<file path="config.mk">
export PLATFORM = sky130hd
export DESIGN_NAME = cr16_core
export DESIGN_NICKNAME = d
export VERILOG_FILES = /design/src/verilog/cr16_pkg.sv /design/src/verilog/cr16_fetch.sv /design/src/verilog/cr16_control.sv /design/src/verilog/cr16_regfile.sv /design/src/verilog/cr16_execute.sv /design/src/verilog/cr16_core.sv
export SDC_FILE = /design/constraint.sdc
export NUM_CORES = 1
export LEC_CHECK = 0
export ABC_AREA = 1
export ABC_CLOCK_PERIOD_IN_PS = 4900
export BUFFER_PORTS_ARGS = -buffer_cell sky130_fd_sc_hd__buf_2
export CELL_PAD_IN_SITES_DETAIL_PLACEMENT = 1
export CELL_PAD_IN_SITES_GLOBAL_PLACEMENT = 1
export CORE_ASPECT_RATIO = 0.8
export CORE_MARGIN = 3
export CORE_UTILIZATION = 36
export DETAILED_ROUTE_END_ITERATION = 10
export PLACE_DENSITY_LB_ADDON = 0.12
export SYNTH_ARGS = -nofsm -noshare
export SYNTH_HDL_FRONTEND = slang
export SYNTH_HIERARCHICAL = 1
export SYNTH_SLANG_ARGS = --single-unit
</file>
<file path="constraint.sdc">
create_clock -name clk -period 4.9 [get_ports clk]
set_clock_uncertainty 0.2 [all_clocks]
set_input_delay 0.245 -clock clk [delete_from_list [all_inputs] [get_ports clk]]
set_output_delay 0.245 -clock clk [all_outputs]
set_load 0.05 [all_outputs]
</file>
<file path="src/verilog/cr16_pkg.sv">
// shared types, opcode values and flag positions for the cr16 multicycle core; used by scoped name
package cr16_pkg;

    // widths that carry a meaning
    typedef logic [15:0] word_t;    // register value, alu operand, instruction
    typedef logic [3:0]  reg_idx_t; // register file index
    typedef logic [3:0]  opcode_t;  // alu operation code
    typedef logic [4:0]  flags_t;   // condition flags

    // control fsm, one instruction per pass
    typedef enum logic [1:0] {
        s_fetch   = 2'd0, // pc out, ir loads
        s_decode  = 2'd1, // fields valid
        s_execute = 2'd2  // alu, writeback, flags, pc+1
    } state_t;

    // opcodes, rr form in ir[7:4], ri form in ir[15:12]
    localparam opcode_t op_nop  = 4'b0000;
    localparam opcode_t op_and  = 4'b0001; // logical imm is zero extended
    localparam opcode_t op_or   = 4'b0010;
    localparam opcode_t op_xor  = 4'b0011;
    localparam opcode_t op_lsh  = 4'b0100; // signed count in b[4:0]
    localparam opcode_t op_add  = 4'b0101; // sets c and f
    localparam opcode_t op_addu = 4'b0110; // flags untouched
    localparam opcode_t op_addc = 4'b0111; // adds carry in
    localparam opcode_t op_not  = 4'b1000; // inverts b
    localparam opcode_t op_sub  = 4'b1001; // c is the borrow
    localparam opcode_t op_subc = 4'b1010; // subtracts carry in
    localparam opcode_t op_cmp  = 4'b1011; // z n l only, no writeback
    localparam opcode_t op_ashu = 4'b1100; // arithmetic right shift
    localparam opcode_t op_mov  = 4'b1101; // rdest <= b

    // bit positions inside flags_t
    localparam int flag_c = 0; // carry / borrow
    localparam int flag_l = 1; // unsigned less
    localparam int flag_f = 2; // signed overflow
    localparam int flag_n = 3; // signed less
    localparam int flag_z = 4; // equal

endpackage

</file>
<file path="src/verilog/cr16_fetch.sv">
// fetch stage of the cr16 core; holds the program counter and instruction register under control enables
`timescale 1ns/10ps

module cr16_fetch #(
    parameter int pc_width = 8 // reach of the instruction memory
) (
    input  logic                 clk,
    input  logic                 reset,
    input  logic                 pc_en, // high in execute
    input  logic                 ir_en, // high in fetch
    input  cr16_pkg::word_t      instr, // from the combinational imem
    output logic [pc_width-1:0]  pc,
    output cr16_pkg::word_t      ir
);

    // program counter, wraps at its width
    always_ff @(posedge clk or negedge reset) begin
        if (!reset) begin
            pc <= '0;
        end else if (pc_en) begin
            pc <= pc + 1'b1; // next instruction
        end
    end

    // instruction register, holds through decode and execute
    always_ff @(posedge clk or negedge reset) begin
        if (!reset) begin
            ir <= '0; // decodes as rr nop
        end else if (ir_en) begin
            ir <= instr; // capture at end of fetch
        end
    end

endmodule

</file>
<file path="src/verilog/cr16_control.sv">
// decode and control stage of the cr16 core; runs the fetch/decode/execute fsm and splits ir into fields
`timescale 1ns/10ps

module cr16_control (
    input  logic                clk,
    input  logic                reset,
    input  cr16_pkg::word_t     ir,       // registered instruction
    output logic                pc_en,    // pc+1 at end of execute
    output logic                ir_en,    // ir <= instr at end of fetch
    output logic                reg_we,   // regfile write strobe
    output logic [15:0]         reg_en,   // one-hot write select
    output logic                imm_en,   // 1 selects imm8 as operand b
    output logic                flag_en,  // flag register update
    output cr16_pkg::opcode_t   op,
    output cr16_pkg::reg_idx_t  rdest,
    output cr16_pkg::reg_idx_t  rsrc,
    output logic [7:0]          imm8,
    output logic                wb_valid  // trace strobe
);

    cr16_pkg::state_t state;      // current state
    cr16_pkg::state_t state_next;
    logic             op_writes;  // opcode has a result to store
    logic             op_flags;   // opcode touches the flags
    logic             in_exec;

    // fsm, one instruction every three cycles
    always_ff @(posedge clk or negedge reset) begin
        if (!reset) begin
            state <= cr16_pkg::s_fetch;
        end else begin
            state <= state_next;
        end
    end

    always_comb begin
        case (state)
            cr16_pkg::s_fetch:   state_next = cr16_pkg::s_decode;
            cr16_pkg::s_decode:  state_next = cr16_pkg::s_execute;
            cr16_pkg::s_execute: state_next = cr16_pkg::s_fetch; // back for the next word
            default:             state_next = cr16_pkg::s_fetch; // unused code
        endcase
    end

    // field decoder, top nibble zero means register-register
    always_comb begin
        imm_en = (ir[15:12] != 4'b0000);
        op     = imm_en ? ir[15:12] : ir[7:4];
        rdest  = ir[11:8]; // same place in both forms
        rsrc   = ir[3:0];  // only meaningful for rr
        imm8   = ir[7:0];  // only meaningful for ri
    end

    // opcode classes
    always_comb begin
        op_writes = (op != cr16_pkg::op_cmp) && (op != cr16_pkg::op_nop);
        op_flags  = (op == cr16_pkg::op_add)  || (op == cr16_pkg::op_addc) ||
                    (op == cr16_pkg::op_sub)  || (op == cr16_pkg::op_subc) ||
                    (op == cr16_pkg::op_cmp);
    end

    // enables, decode raises none of them
    always_comb begin
        in_exec  = (state == cr16_pkg::s_execute);
        ir_en    = (state == cr16_pkg::s_fetch);
        pc_en    = in_exec;
        reg_we   = in_exec && op_writes;
        flag_en  = in_exec && op_flags;
        wb_valid = reg_we; // trace follows the write
        reg_en   = reg_we ? (16'd1 << rdest) : 16'd0;
    end

endmodule

</file>
<file path="src/verilog/cr16_regfile.sv">
// register file of the cr16 core; sixteen words, two combinational reads and a one-hot write
`timescale 1ns/10ps

module cr16_regfile (
    input  logic                clk,
    input  logic                reset,
    input  logic                reg_we,  // write strobe from control
    input  logic [15:0]         reg_en,  // one-hot target
    input  cr16_pkg::word_t     wdata,   // alu result
    input  cr16_pkg::reg_idx_t  rdest,   // read port a, also the target
    input  cr16_pkg::reg_idx_t  rsrc,    // read port b
    output cr16_pkg::word_t     rd_data, // operand a
    output cr16_pkg::word_t     rs_data  // operand b in rr form
);

    cr16_pkg::word_t regs [16]; // r0..r15, r0 is an ordinary register

    // writes land at the end of execute
    always_ff @(posedge clk or negedge reset) begin
        if (!reset) begin
            for (int i = 0; i < 16; i++) begin
                regs[i] <= '0;
            end
        end else if (reg_we) begin
            for (int i = 0; i < 16; i++) begin
                if (reg_en[i]) begin
                    regs[i] <= wdata; // only the selected slot
                end
            end
        end
    end

    // reads are combinational, valid from decode on
    assign rd_data = regs[rdest];
    assign rs_data = regs[rsrc];

endmodule

</file>
<file path="src/verilog/cr16_execute.sv">
// execute stage of the cr16 core; operand b select and extension, alu and the flag register
`timescale 1ns/10ps

module cr16_execute (
    input  logic               clk,
    input  logic               reset,
    input  cr16_pkg::opcode_t  op,
    input  logic               imm_en,  // operand b from imm8
    input  logic [7:0]         imm8,
    input  logic               flag_en, // high in execute for flag ops
    input  cr16_pkg::word_t    rd_data, // operand a
    input  cr16_pkg::word_t    rs_data,
    output cr16_pkg::word_t    result,
    output cr16_pkg::flags_t   flags
);

    cr16_pkg::word_t  a;
    cr16_pkg::word_t  b;
    cr16_pkg::word_t  imm_ext;
    logic             cin;        // carry into addc and subc
    logic [16:0]      sum;        // bit 16 is carry out
    logic [16:0]      diff;       // bit 16 is the borrow
    logic [4:0]       sh_cnt;     // signed shift count
    logic [4:0]       sh_amt;     // magnitude of a right shift
    logic signed [15:0] a_s;
    cr16_pkg::word_t  sh_left;
    cr16_pkg::word_t  sh_rlog;
    cr16_pkg::word_t  sh_rari;
    cr16_pkg::flags_t flags_next;

    // operand select, logical ops take a zero extended imm
    always_comb begin
        if ((op == cr16_pkg::op_and) || (op == cr16_pkg::op_or) || (op == cr16_pkg::op_xor)) begin
            imm_ext = {8'h00, imm8};
        end else begin
            imm_ext = {{8{imm8[7]}}, imm8}; // sign extend
        end
        a = rd_data;
        b = imm_en ? imm_ext : rs_data;
    end

    // adder, subtractor and shifter run every cycle
    always_comb begin
        cin     = ((op == cr16_pkg::op_addc) || (op == cr16_pkg::op_subc)) ?
                  flags[cr16_pkg::flag_c] : 1'b0;
        sum     = {1'b0, a} + {1'b0, b} + {16'd0, cin};
        diff    = {1'b0, a} - {1'b0, b} - {16'd0, cin};
        sh_cnt  = b[4:0];
        sh_amt  = 5'd0 - sh_cnt; // negate for right shifts
        a_s     = a;
        sh_left = a << sh_cnt[3:0];
        sh_rlog = a >> sh_amt;
        sh_rari = a_s >>> sh_amt; // sign fill
    end

    // result mux
    always_comb begin
        case (op)
            cr16_pkg::op_add,
            cr16_pkg::op_addu,
            cr16_pkg::op_addc: result = sum[15:0];
            cr16_pkg::op_sub,
            cr16_pkg::op_subc,
            cr16_pkg::op_cmp:  result = diff[15:0]; // cmp result is dropped
            cr16_pkg::op_and:  result = a & b;
            cr16_pkg::op_or:   result = a | b;
            cr16_pkg::op_xor:  result = a ^ b;
            cr16_pkg::op_not:  result = ~b;
            cr16_pkg::op_mov:  result = b;
            cr16_pkg::op_lsh:  result = sh_cnt[4] ? sh_rlog : sh_left;
            cr16_pkg::op_ashu: result = sh_cnt[4] ? sh_rari : sh_left;
            default:           result = a; // nop
        endcase
    end

    // candidate flags, untouched bits hold
    always_comb begin
        flags_next = flags;
        case (op)
            cr16_pkg::op_add,
            cr16_pkg::op_addc: begin
                flags_next[cr16_pkg::flag_c] = sum[16];
                flags_next[cr16_pkg::flag_f] = (a[15] == b[15]) && (sum[15] != a[15]);
            end
            cr16_pkg::op_sub,
            cr16_pkg::op_subc: begin
                flags_next[cr16_pkg::flag_c] = diff[16];
                flags_next[cr16_pkg::flag_f] = (a[15] != b[15]) && (diff[15] != a[15]);
            end
            cr16_pkg::op_cmp: begin
                flags_next[cr16_pkg::flag_z] = (a == b);
                flags_next[cr16_pkg::flag_n] = ($signed(a) < $signed(b));
                flags_next[cr16_pkg::flag_l] = (a < b); // unsigned
            end
            default: flags_next = flags;
        endcase
    end

    always_ff @(posedge clk or negedge reset) begin
        if (!reset) begin
            flags <= '0;
        end else if (flag_en) begin
            flags <= flags_next; // end of execute
        end
    end

endmodule

</file>
<file path="src/verilog/cr16_core.sv">
// top level of the cr16 multicycle core; joins the stages to the instruction memory and writeback trace
`timescale 1ns/10ps

module cr16_core #(
    parameter int pc_width = 8 // instruction memory reach
) (
    input  logic                 clk,
    input  logic                 reset,
    input  cr16_pkg::word_t      instr,    // imem data for pc, same cycle
    output logic [pc_width-1:0]  pc,
    output logic                 wb_valid, // execute cycle of a writing op
    output cr16_pkg::reg_idx_t   wb_reg,
    output cr16_pkg::word_t      wb_data,
    output cr16_pkg::flags_t     flags
);

    logic               pc_en;
    logic               ir_en;
    cr16_pkg::word_t    ir;
    logic               reg_we;
    logic [15:0]        reg_en;
    logic               imm_en;
    logic               flag_en;
    cr16_pkg::opcode_t  op;
    cr16_pkg::reg_idx_t rdest;
    cr16_pkg::reg_idx_t rsrc;
    logic [7:0]         imm8;
    cr16_pkg::word_t    rd_data;
    cr16_pkg::word_t    rs_data;
    cr16_pkg::word_t    result;

    cr16_fetch #(
        .pc_width (pc_width)
    ) u_fetch (
        .clk   (clk),
        .reset (reset),
        .pc_en (pc_en),
        .ir_en (ir_en),
        .instr (instr),
        .pc    (pc),
        .ir    (ir)
    );

    cr16_control u_control (
        .clk      (clk),
        .reset    (reset),
        .ir       (ir),
        .pc_en    (pc_en),
        .ir_en    (ir_en),
        .reg_we   (reg_we),
        .reg_en   (reg_en),
        .imm_en   (imm_en),
        .flag_en  (flag_en),
        .op       (op),
        .rdest    (rdest),
        .rsrc     (rsrc),
        .imm8     (imm8),
        .wb_valid (wb_valid)
    );

    cr16_regfile u_regfile (
        .clk     (clk),
        .reset   (reset),
        .reg_we  (reg_we),
        .reg_en  (reg_en),
        .wdata   (result),
        .rdest   (rdest),
        .rsrc    (rsrc),
        .rd_data (rd_data),
        .rs_data (rs_data)
    );

    cr16_execute u_execute (
        .clk     (clk),
        .reset   (reset),
        .op      (op),
        .imm_en  (imm_en),
        .imm8    (imm8),
        .flag_en (flag_en),
        .rd_data (rd_data),
        .rs_data (rs_data),
        .result  (result),
        .flags   (flags)
    );

    // trace taps
    assign wb_reg  = rdest;  // write target
    assign wb_data = result; // value going into the regfile

endmodule

</file>
==> flow_metrics.py <==
metrics = {
    "status": {
        "status": "completed",
    },
    "global_routing": {
        "grt_max_degree": 108,
        "antenna_found_initial": 4,
        "met2_usage_pct": 47.6,
        "grtUsageTotal_pct": 31.4,
        "grt_pass1_vias": 25100,
        "grt.overflow.total": 0,
        "grt_pass1_wl_mm": 159,
        "use_met1_pct": 47.2,
        "grt-busiest-layer": "met2",
        "grtUsageMet3_pct": 4.03,
    },
    "sta": {
        "finalCriticalPeriod_ps": 4840,
        "hold_viol": 0,
        "max_freq_mhz": 207,
        "drv_slew": 0,
        "relSlewSlack_pct": 27.1,
        "rsz0062_at_grt": "yes",
        "tightest_slew_ps": 1090,
        "setup_violations": 0,
        "period_share_pct": 98.8,
    },
    "placed_design": {
        "placed_cells": 4338,
        "gp_congestion": 0.953,
        "hpwlAfterDp_mm": 73.8,
        "placedInstanceArea_mm2": 0.0245,
        "portBuffers": 51,
    },
    "setup_path": {
        "cp-endpoint": "wb_data[10]",
        "critPathArrivalTime_ps": 4400,
        "timing.critical_path.max_delay_family": "buffers and inverters",
        "slowest_delay_ps": 530,
        "r2r-start": "u_fetch/ir[8]",
        "cpMaxStageDelayCell": "dfrtp_4",
        "crit_required_ps": 4450,
        "critical_path.cell_chain": "inv_12 > buf_16 > buf_12 > buf_4 > nand2_1 > nand3_1 > nand3_1 > nand3_1 > nand2_2 > inv_1 > ha_1 > inv_1 > buf_4 > nand2_1 > o211ai_1 > nor2_1 > o211ai_1 > a21oi_1 > nand4_1 > nand2_1 > inv_1 > buf_6",
        "r2r-end": "u_regfile/regs[26]",
        "critPathLaunchType": "flip-flop",
        "rrSetupSlack_ps": 330,
        "cp-startpoint": "u_fetch/ir[8]",
        "critical_path_buf_inv_count": 9,
        "crit_path_max_fanout": 14,
        "crit_path_end_kind": "output pin",
        "worst-path-stages": 22,
        "reg2regPathDepth": 23,
        "worstSetupPathType": "flip-flop to output pin",
    },
    "drt": {
        "wl_mm": 107,
        "drt_first_pass_iters": 5,
        "vias": 24900,
        "vias_per_cell": 5.60,
        "ant_nets": 0,
        "drc": 0,
        "drtIter0Drc": 2426,
        "wl_per_cell_um": 24.1,
    },
    "cts": {
        "cts_buffer_depth": 3,
        "tritoncts": "yes",
        "clk_pin_slew_ps": 60,
        "htreeDepth": 2,
        "cts_made_buffers": 36,
        "cts.sinks": 287,
        "clock_latency_ps": 560,
        "root_buffer": "clkbuf_16",
    },
    "job": {
        "maxCapViolCount": 0,
    },
    "synthesis": {
        "synth_nets": 3623,
        "synthesis.instances": 3511,
        "synth.distinct_cells": 58,
        "synthFlopType": "dfrtp_1",
        "netlist_area_mm2": 0.0228,
        "synth-async-reset-ratio_pct": 100,
        "synth_seq_area_share_pct": 31.5,
        "synth_edf_count": 0,
        "yosysWarningCount": 6,
        "avgSynthCellArea_um2": 6.50,
        "synth_seq_cells": 287,
    },
    "final_layout": {
        "design_area_mm2": 0.0271,
        "drive_above_1_share_pct": 15.3,
        "final_cell_mix": "nand2_1 (1097), nand3_1 (624), inv_1 (407)",
        "syn_to_final_growth_pct": 18.6,
        "final_cells": 4455,
        "utilization_pct": 43.7,
        "finalNetCount": 3713,
        "final_common_cell": "nand2_1",
        "antenna_cells": 0,
    },
    "power_and_ir_drop": {
        "p_per_area_mw_per_mm2": 380,
        "p_leak_nw": 13.8,
        "p_total_mw": 10.3,
        "peakVddDrop_mv": 0.247,
    },
    "floorplanning": {
        "die_area_mm2": 0.0665,
        "die_h_um": 231,
        "core_mm2": 0.0619,
        "start_util_pct": 36.9,
        "row_count": 81,
        "die_x_um": 288,
        "io_pins": 52,
    },
    "min_path": {
        "min_path_type": "primary input to async pin",
    },
}
[final cells by class]
| class | instances | area, um2 |
|---|---|---|
| multi-input combinational | 2567 | 13300 |
| clock buffer | 50 | 1030 |
| timing repair buffer | 274 | 2660 |
| fill | 7895 | 34800 |
| inverter | 433 | 1670 |
| sequential | 287 | 7200 |
| tap | 830 | 1040 |
| clock inverter | 12 | 153 |
| timing repair inverter | 2 | 17.5 |
[worst reg2reg max path: cells and delay by family (launching register included)]
kind                       cells  cell delay [ps]
buffers and inverters          9             1410
DFF                            1              530
and+or+nand+nor                9              980
AOI/OAI and AO/OA              4              930
adders and majority gates      1              360
[through the flow]
step / hold slack [ps] / setup TNS [ps] / setup WS, ps
finish: 183 / 0 / 59.7
global route: 272 / -73.7 / -22.1
CTS: 210 / -17.9 / -9.01
detailed placement: 195 / -104 / -20.2
global placement: 182 / 0 / 16.4
floorplan: -251 / 0 / 78.8
[how the worst min path moves through the flow]
| stage | to | slack (ps) | depth (start not counted) |
|---|---|---|---|
| floorplan | u_control/state[0] | -250 | 0 |
| global placement | u_regfile/regs[193] | 180 | 1 |
| detailed placement | u_regfile/regs[193] | 190 | 1 |
| CTS | u_regfile/regs[177] | 210 | 2 |
| global route | u_regfile/regs[83] | 270 | 2 |
| finish | u_regfile/regs[97] | 180 | 2 |
[registers in the layout, summed over array words and instances (netlist names)]
| name | cells |
|---|---|
| u_control/state | 2 |
| u_fetch/ir | 16 |
| u_regfile/regs | 256 |
| u_fetch/pc | 8 |
| u_execute/flags | 5 |
[power breakdown]
group	switching, mW	internal [mW]	leakage, nW
logic	2.83	1.51	9.47
registers	0.301	2.88	3.73
clock network	1.13	1.63	0.586
total	4.27	6.02	13.8
[synth_stat cells (all sizes together) (10+ instances only)]
master  number  share of area (%)
or2         10               0.27
inv        433                7.2
o211ai      10               0.33
ha          90                4.9
nand3      637                 14
a21oi       69                1.5
dfrtp      287                 31
nor2       133                2.5
buf        162                4.7
nand4       42                1.2
clkbuf      62                1.1
mux2        17                1.0
nand2     1177                 20
o21ai      317                7.0
[kinds of logic (layout without fill, tap and decap cells)]
family / Yosys count / in the layout / synth area share, %
multiplexers: 17 / 17 / 1.00
adder cells (fa/ha/maj): 94 / 94 / 5.28
AND/OR/NAND/NOR: 2023 / 2023 / 39.2
XOR/XNOR: 7 / 7 / 0.269
flip-flops: 287 / 287 / 31.5
buffers and inverters: 657 / 771 / 12.9
AO/OA/AOI/OAI: 426 / 426 / 9.89
[per-layer routing]
metal / vias up / share of wire [%]
li1: 11400 / -
met1: 12400 / 48
met2: 932 / 43
met3: 147 / 7.0
met4: 0 / 2.2
met5: - / 0
[what timing repair did]
action                     in CTS  in global routing
hold buffers                   17                  0
pin swaps                       1                 20
setup buffers                   9                 18
cloned                          4                  7
setup endpoints to repair      32                 22
gates resized for setup        75                130
hold endpoints to repair      119                  0
Power figures use the tool's default switching activity.
